### config.mk
export PLATFORM = sky130hd
export DESIGN_NAME = wb_split_top
export DESIGN_NICKNAME = d
export VERILOG_FILES = /design/src/design/wb_split_pkg.sv /design/src/design/wb_split_top.sv /design/src/design/wb_response_merge.sv /design/src/design/wb_target_port.sv /design/src/design/wb_request_switch.sv
export VERILOG_INCLUDE_DIRS = /design/src /design/src/design
export SDC_FILE = /design/constraint.sdc
export NUM_CORES = 1
export LEC_CHECK = 0
export BUFFER_PORTS_ARGS = -buffer_cell sky130_fd_sc_hd__buf_2
export CORE_MARGIN = 1.5
export CORE_UTILIZATION = 30
export CTS_BUF_LIST = sky130_fd_sc_hd__clkbuf_16
export DETAILED_ROUTE_END_ITERATION = 7
export SLEW_MARGIN = 30
export SYNTH_ARGS = -nofsm -noshare
export SYNTH_HDL_FRONTEND = slang
export SYNTH_SLANG_ARGS = --single-unit
export TNS_END_PERCENT = 1
### constraint.sdc
create_clock -name i_clk -period 5.9 [get_ports i_clk]
set_input_delay 1.18 -clock i_clk [delete_from_list [all_inputs] [get_ports i_clk]]
set_output_delay 1.18 -clock i_clk [all_outputs]
set_load 0.005 [all_outputs]
### src/design/wb_split_cfg.svh
`ifndef WB_SPLIT_CFG_SVH
`define WB_SPLIT_CFG_SVH

// host address and the part of it a target sees
`define WB_ADDR_W    16
`define WB_OFFSET_W  14

// data path
`define WB_DATA_W    32
`define WB_SEL_W     4

// window codes, taken from the top address bits
`define WIN_T0       2'd0
`define WIN_T1       2'd1
`define WIN_BCAST    2'd2  // writes go to both targets
`define WIN_NONE     2'd3  // unmapped

`endif
### src/design/wb_split_pkg.sv
`include "wb_split_cfg.svh"

package wb_split_pkg;

  typedef logic [`WB_ADDR_W-1:0]   addr_t;
  typedef logic [`WB_OFFSET_W-1:0] offset_t;  // window bits removed
  typedef logic [`WB_DATA_W-1:0]   data_t;
  typedef logic [`WB_SEL_W-1:0]    sel_t;

  typedef struct packed {
    logic    we;
    offset_t adr;
    data_t   dat;
    sel_t    sel;
  } wb_req_t;

  typedef struct packed {
    data_t dat;
    logic  err;
  } wb_rsp_t;

  typedef enum logic [1:0] {ROUTE_T0, ROUTE_T1, ROUTE_BOTH, ROUTE_REJECT} route_e;

  typedef enum logic {SW_IDLE, SW_BUSY} switch_state_e;

  typedef enum logic [1:0] {PT_IDLE, PT_CYCLE, PT_DONE} port_state_e;

  // bit 0 is port 0, bit 1 is port 1
  function automatic logic [1:0] route_mask(route_e route);
    case (route)
      ROUTE_T0:   return 2'b01;
      ROUTE_T1:   return 2'b10;
      ROUTE_BOTH: return 2'b11;
      default:    return 2'b00;
    endcase
  endfunction

endpackage

### src/design/wb_split_top.sv
`timescale 1ns/1ns

module wb_split_top (
  input  var logic                  i_clk,
  input  var logic                  i_rst_n,
  input  var logic                  i_cyc,
  input  var logic                  i_stb,
  input  var logic                  i_we,
  input  var wb_split_pkg::addr_t   i_adr,
  input  var wb_split_pkg::data_t   i_dat,
  input  var wb_split_pkg::sel_t    i_sel,
  output var logic                  o_ack,
  output var logic                  o_err,
  output var wb_split_pkg::data_t   o_dat,
  output var logic                  o_t0_cyc,
  output var logic                  o_t0_stb,
  output var wb_split_pkg::wb_req_t o_t0_req,
  input  var logic                  i_t0_ack,
  input  var logic                  i_t0_err,
  input  var wb_split_pkg::data_t   i_t0_dat,
  output var logic                  o_t1_cyc,
  output var logic                  o_t1_stb,
  output var wb_split_pkg::wb_req_t o_t1_req,
  input  var logic                  i_t1_ack,
  input  var logic                  i_t1_err,
  input  var wb_split_pkg::data_t   i_t1_dat
);
  import wb_split_pkg::*;

  logic       start;
  logic [1:0] launch;
  route_e     route;
  wb_req_t    req;
  logic       done0;
  logic       done1;
  wb_rsp_t    rsp0;
  wb_rsp_t    rsp1;
  logic       complete;

  wb_request_switch u_switch (
    .i_clk, .i_rst_n, .i_cyc, .i_stb, .i_we, .i_adr, .i_dat, .i_sel,
    .i_complete (complete), .o_start (start), .o_launch (launch),
    .o_route (route), .o_req (req)
  );

  wb_target_port u_port0 (
    .i_clk, .i_rst_n, .i_launch (launch[0]), .i_req (req),
    .o_done (done0), .o_rsp (rsp0), .o_cyc (o_t0_cyc), .o_stb (o_t0_stb),
    .o_req (o_t0_req), .i_ack (i_t0_ack), .i_err (i_t0_err), .i_dat (i_t0_dat)
  );

  wb_target_port u_port1 (
    .i_clk, .i_rst_n, .i_launch (launch[1]), .i_req (req),
    .o_done (done1), .o_rsp (rsp1), .o_cyc (o_t1_cyc), .o_stb (o_t1_stb),
    .o_req (o_t1_req), .i_ack (i_t1_ack), .i_err (i_t1_err), .i_dat (i_t1_dat)
  );

  wb_response_merge u_merge (
    .i_clk, .i_rst_n, .i_start (start), .i_route (route),
    .i_done0 (done0), .i_done1 (done1), .i_rsp0 (rsp0), .i_rsp1 (rsp1),
    .o_ack, .o_err, .o_dat, .o_complete (complete)
  );

endmodule

### src/design/wb_response_merge.sv
`timescale 1ns/1ns

module wb_response_merge (
  input  var logic                  i_clk,
  input  var logic                  i_rst_n,
  input  var logic                  i_start,
  input  var wb_split_pkg::route_e  i_route,
  input  var logic                  i_done0,
  input  var logic                  i_done1,
  input  var wb_split_pkg::wb_rsp_t i_rsp0,
  input  var wb_split_pkg::wb_rsp_t i_rsp1,
  output var logic                  o_ack,
  output var logic                  o_err,
  output var wb_split_pkg::data_t   o_dat,
  output var logic                  o_complete
);
  import wb_split_pkg::*;

  logic [1:0] pending;
  logic [1:0] pending_left;
  logic       fire;
  logic       rsp_err;
  data_t      rsp_dat;

  always_comb begin
    pending_left = pending & ~{i_done1, i_done0};
    fire         = (i_start && (i_route == ROUTE_REJECT)) ||
                   ((pending != 2'b00) && (pending_left == 2'b00));
    case (i_route)
      ROUTE_T0: begin
        rsp_err = i_rsp0.err;
        rsp_dat = i_rsp0.dat;
      end
      ROUTE_T1: begin
        rsp_err = i_rsp1.err;
        rsp_dat = i_rsp1.dat;
      end
      ROUTE_BOTH: begin
        rsp_err = i_rsp0.err | i_rsp1.err;
        rsp_dat = '0;
      end
      default: begin  // reject, answered here
        rsp_err = 1'b1;
        rsp_dat = '0;
      end
    endcase
  end

  always_ff @(posedge i_clk, negedge i_rst_n) begin
    if (!i_rst_n) begin
      pending    <= 2'b00;
      o_ack      <= 1'b0;
      o_err      <= 1'b0;
      o_complete <= 1'b0;
    end else begin
      pending    <= i_start ? route_mask(i_route) : pending_left;
      o_ack      <= fire && !rsp_err;
      o_err      <= fire && rsp_err;
      o_complete <= fire;
    end
  end

  always_ff @(posedge i_clk) begin
    if (fire) begin
      o_dat <= rsp_dat;
    end
  end

endmodule

### src/design/wb_target_port.sv
`timescale 1ns/1ns

module wb_target_port (
  input  var logic                  i_clk,
  input  var logic                  i_rst_n,
  input  var logic                  i_launch,
  input  var wb_split_pkg::wb_req_t i_req,
  output var logic                  o_done,
  output var wb_split_pkg::wb_rsp_t o_rsp,
  output var logic                  o_cyc,
  output var logic                  o_stb,
  output var wb_split_pkg::wb_req_t o_req,
  input  var logic                  i_ack,
  input  var logic                  i_err,
  input  var wb_split_pkg::data_t   i_dat
);
  import wb_split_pkg::*;

  port_state_e state;
  logic        answered;

  always_comb begin
    answered = (state == PT_CYCLE) && (i_ack || i_err);
    o_cyc    = (state == PT_CYCLE);
    o_stb    = (state == PT_CYCLE);  // held until the target answers
    o_done   = (state == PT_DONE);
  end

  always_ff @(posedge i_clk, negedge i_rst_n) begin
    if (!i_rst_n) begin
      state <= PT_IDLE;
    end else begin
      case (state)
        PT_IDLE: begin
          if (i_launch) begin
            state <= PT_CYCLE;
          end
        end
        PT_CYCLE: begin
          if (answered) begin
            state <= PT_DONE;
          end
        end
        PT_DONE: state <= PT_IDLE;
        default: state <= PT_IDLE;
      endcase
    end
  end

  always_ff @(posedge i_clk) begin
    if ((state == PT_IDLE) && i_launch) begin
      o_req <= i_req;
    end
  end

  // result stays put until the next launch
  always_ff @(posedge i_clk) begin
    if (answered) begin
      o_rsp.dat <= i_dat;
      o_rsp.err <= i_err;  // err wins if both are seen
    end
  end

endmodule

### src/design/wb_request_switch.sv
`timescale 1ns/1ns
`include "wb_split_cfg.svh"

module wb_request_switch (
  input  var logic                  i_clk,
  input  var logic                  i_rst_n,
  input  var logic                  i_cyc,
  input  var logic                  i_stb,
  input  var logic                  i_we,
  input  var wb_split_pkg::addr_t   i_adr,
  input  var wb_split_pkg::data_t   i_dat,
  input  var wb_split_pkg::sel_t    i_sel,
  input  var logic                  i_complete,
  output var logic                  o_start,
  output var logic [1:0]            o_launch,
  output var wb_split_pkg::route_e  o_route,
  output var wb_split_pkg::wb_req_t o_req
);
  import wb_split_pkg::*;

  switch_state_e                          state;
  logic [`WB_ADDR_W-`WB_OFFSET_W-1:0]     win;
  logic                                   take;
  route_e                                 route_d;
  wb_req_t                                req_d;

  function automatic route_e decode_route(
    logic [`WB_ADDR_W-`WB_OFFSET_W-1:0] window,
    logic                               we
  );
    case (window)
      `WIN_T0:    return ROUTE_T0;
      `WIN_T1:    return ROUTE_T1;
      `WIN_BCAST: return we ? ROUTE_BOTH : ROUTE_REJECT;  // no broadcast reads
      default:    return ROUTE_REJECT;
    endcase
  endfunction

  always_comb begin
    win       = i_adr[`WB_ADDR_W-1:`WB_OFFSET_W];
    take      = (state == SW_IDLE) && i_cyc && i_stb;
    route_d   = decode_route(win, i_we);
    req_d.we  = i_we;
    req_d.adr = i_adr[`WB_OFFSET_W-1:0];  // strip window bits
    req_d.dat = i_dat;
    req_d.sel = i_sel;
  end

  always_ff @(posedge i_clk, negedge i_rst_n) begin
    if (!i_rst_n) begin
      state    <= SW_IDLE;
      o_start  <= 1'b0;
      o_launch <= 2'b00;
      o_route  <= ROUTE_REJECT;
    end else begin
      o_start  <= take;
      o_launch <= take ? route_mask(route_d) : 2'b00;  // single-cycle pulse
      case (state)
        SW_IDLE: begin
          if (take) begin
            state   <= SW_BUSY;
            o_route <= route_d;
          end
        end
        SW_BUSY: begin
          if (i_complete) begin
            state <= SW_IDLE;
          end
        end
        default: state <= SW_IDLE;
      endcase
    end
  end

  // request held stable for the whole busy period
  always_ff @(posedge i_clk) begin
    if (take) begin
      o_req <= req_d;
    end
  end

endmodule

==> results.sh <==
export IMPL_r2r_setup_slack_ps=4040
export IMPL_cts_tree="done"
export IMPL_ys_flop_type="edfxtp_1"
export IMPL_fillCellCount=2531
export IMPL_clock_sinks=266
export IMPL_cts_buffers_inserted=27
export IMPL_place_port_buffers=264
export IMPL_worstPathArrival_ps=1420
export IMPL_grt_pass1_vias=4184
export IMPL_max_slew_margin_pct=49.9
export IMPL_post_route_min_period_ps=2600
export IMPL_setup_tns_ps=0
export IMPL_max_stage_delay_ps=370
export IMPL_path_clk_slew_ps=60
export IMPL_register_area_um2=7920
export IMPL_insertion_delay_ps=520
export IMPL_core_region_area_um2=27900
export IMPL_syn_avg_cell_area_um2=24.1
export IMPL_worstMarginPinSlew_ps=751
export IMPL_syn_to_final_growth_pct=31.6
export IMPL_cts_hold_fix_buffers=0
export IMPL_multi_input_area_um2=589
export IMPL_drive_gt1_share_pct=48.5
export IMPL_yosysWarnings=0
export IMPL_grt_pass1_wl_mm=24.6
export IMPL_antenna_found_initial=1
export IMPL_crit_buf_inv=1
export IMPL_vdd_ir_drop_max_mv=0.237
export IMPL_post_cts_buffers=0
export IMPL_fin_skew_ps=17.2
export IMPL_slew_violations=0
export IMPL_maxCapViolations=0
export IMPL_min_from="u_merge.o_complete$_DFF_PN0_"
export IMPL_final_area_um2=11300
export IMPL_setup_viol=0
export IMPL_rows=61
export IMPL_die_y_um=172
export IMPL_synth_top_area_share_pct=88.1
export IMPL_min_path_type="reg -> reg"
export IMPL_ioPinCount=265
export IMPL_grt_max_degree=53
export IMPL_root_buffer="clkbuf_16"
export IMPL_ys_top_cells_by_area="edfxtp_1 (88%), dfrtp_1 (3.8%), a22o_1 (3.3%)"
export IMPL_synthArstFlopShare_pct=5.64
export IMPL_initial_core_util_pct=30.6
export IMPL_dr_pass1_iters=4
export IMPL_critPathMaxFanout=5
export IMPL_drt_iter0_drc=270
export IMPL_synth_cell_types=24
export IMPL_gp_congestion=0.725
export IMPL_synth_most_common_cell="edfxtp_1"
export IMPL_fin_util_pct=40.3
export IMPL_place_ws_ps=3340
export IMPL_routedWlPerCell_um=16.4
export IMPL_dp_final_hpwl_mm=11.6
export IMPL_route_detailed_drc=0
export IMPL_drt_wl_total_mm=17.1
export IMPL_reg2reg_depth=3
export IMPL_outcome="completed"
export IMPL_fin_crit_sh_pct=44.1
export IMPL_grt_total_usage_pct=11.1
export IMPL_avgViaCountPerCell=4.14
export IMPL_leakagePower_nw=4.27
export IMPL_hold_viol_final=0
export IMPL_synth_common_cells="edfxtp_1 (251), a22o_1 (32), dfrtp_1 (13)"
export IMPL_power_density_nw_per_um2=336
export IMPL_seq_area_frac_synth_pct=92.5
export IMPL_r2r_end="u_port0.o_rsp[32]$_DFFE_PP_"
export IMPL_slowest_stage="dfrtp_1"
export IMPL_synthCells=355
export IMPL_crit_required_ps=4720
export IMPL_ant_nets=0
export IMPL_grt_setup_unrepaired="false"
export IMPL_hold_depth=1
export IMPL_syn_area_um2=8560
export IMPL_cts_resized_gates=0
export IMPL_synth_top_area_cell="edfxtp_1"
export IMPL_clock_path_buffers=3
export IMPL_setup_ws_ps=3300
export IMPL_timing_rr_start="u_port0.state[1]$_DFFE_PN0P_"
export IMPL_dpl_cell_area_um2=10400
export IMPL_route_vias_total=4315
export IMPL_nets=775
export IMPL_dieWidth_um=172
export IMPL_holdPathEnd="u_switch.state$_DFF_PN0_"
export IMPL_synth_seq_cells=266
export IMPL_max_freq_mhz=384
export IMPL_syn_nets=485
export IMPL_worst_setup_path_type="reg -> out"
export IMPL_start_kind="flop"
export IMPL_cts_max_level=1
export IMPL_worst_path_dominant_cell_family="flip-flops"
export IMPL_grt_ovfl_total=0
export IMPL_diodes=0
export IMPL_synth_edf_count=251
export IMPL_die_area_um2=29500
export IMPL_endpoint_kind="output pin"
export IMPL_path_cells="nor2b_1 > buf_2"
-- power by group --
part / leakage, nW / switching (mW) / total, mW / internal (mW)
registers: 2.45 / 0 / 2.05 / 2.05
logic: 1.37 / 0.0162 / 0.0454 / 0.0292
clock network: 0.454 / 0.676 / 1.68 / 1.01
-- worst max path at each step --
stage / depth (start not counted) / endpoint / start
4_1_cts: 2 / o_t1_cyc / u_port1.state[0]$_DFFE_PN0P_
3_5_place_dp: 4 / u_switch.o_req[27]$_DFFE_PP_ / i_stb
3_3_place_gp: 4 / u_switch.o_req[37]$_DFFE_PP_ / i_stb
2_1_floorplan: 1 / u_port1.o_req[0]$_DFFE_PP_ / u_port1.state[0]$_DFFE_PN0P_
6_report: 2 / o_t1_cyc / u_port1.state[0]$_DFFE_PN0P_
5_1_grt: 2 / o_t1_cyc / u_port1.state[0]$_DFFE_PN0P_
-- area by class of cell --
type | instances | share of cell area, %
clock inverters | 21 | 1.87
repair buffers | 271 | 12.2
flip-flops and latches | 266 | 70.3
well taps | 378 | 4.20
multi-input cells | 73 | 5.23
inverters | 6 | 0.200
clock buffers | 27 | 6.00
-- cells in the final DEF (no fill, tap or decap), types with 2 or more instances in the layout --
cell,n
dfstp_2,2
nor2b_2,2
clkinv_1,4
buf_2,264
inv_1,9
clkinv_2,5
clkinv_4,2
nor2_1,5
nor2b_1,5
nor3b_2,2
clkbuf_16,27
a21o_1,2
edfxtp_1,251
nand2_1,4
mux2_2,2
inv_6,2
bufinv_16,4
ha_1,5
a22o_1,32
dfrtp_1,13
o21ai_0,5
buf_4,7
-- through the flow --
step,power (mW),cells,hold WS (ps)
floorplan,2.09,355,400
global placement,2.13,994,424
detailed placement,2.13,994,417
CTS,3.83,1042,424
global route,3.90,1042,446
finish,3.78,1042,428
-- metal layers --
metal	wire length [um]	track usage, %	vias to the layer above
li1	-	-	1996
met1	6950	13.8	2014
met2	7330	17.3	273
met3	2390	5.31	30
met4	442	3.21	2
met5	12	0	-
-- state kept, by name (all words and copies together) (netlist names) --
name,flops
u_merge.o_err,1
u_port1.o_rsp,33
u_switch.o_req,51
u_switch.o_start,1
u_switch.state,1
u_merge.o_complete,1
u_port1.state,2
u_merge.o_ack,1
u_port0.o_req,51
u_merge.pending,2
u_port0.state,2
u_port0.o_rsp,33
u_port1.o_req,51
u_switch.o_launch,2
u_merge.o_dat,32
u_switch.o_route,2
-- kinds of logic (layout without fill, tap and decap cells) --
group,after synthesis,in the layout,synth area share [%]
DFF,266,266,92.5
adders and majority gates,5,5,0.731
AOI/OAI and AO/OA,43,43,4.17
muxes,2,2,0.263
and+or+nand+nor,23,23,1.43
buffers and inverters,16,325,0.907
Power figures use the tool's default switching activity.
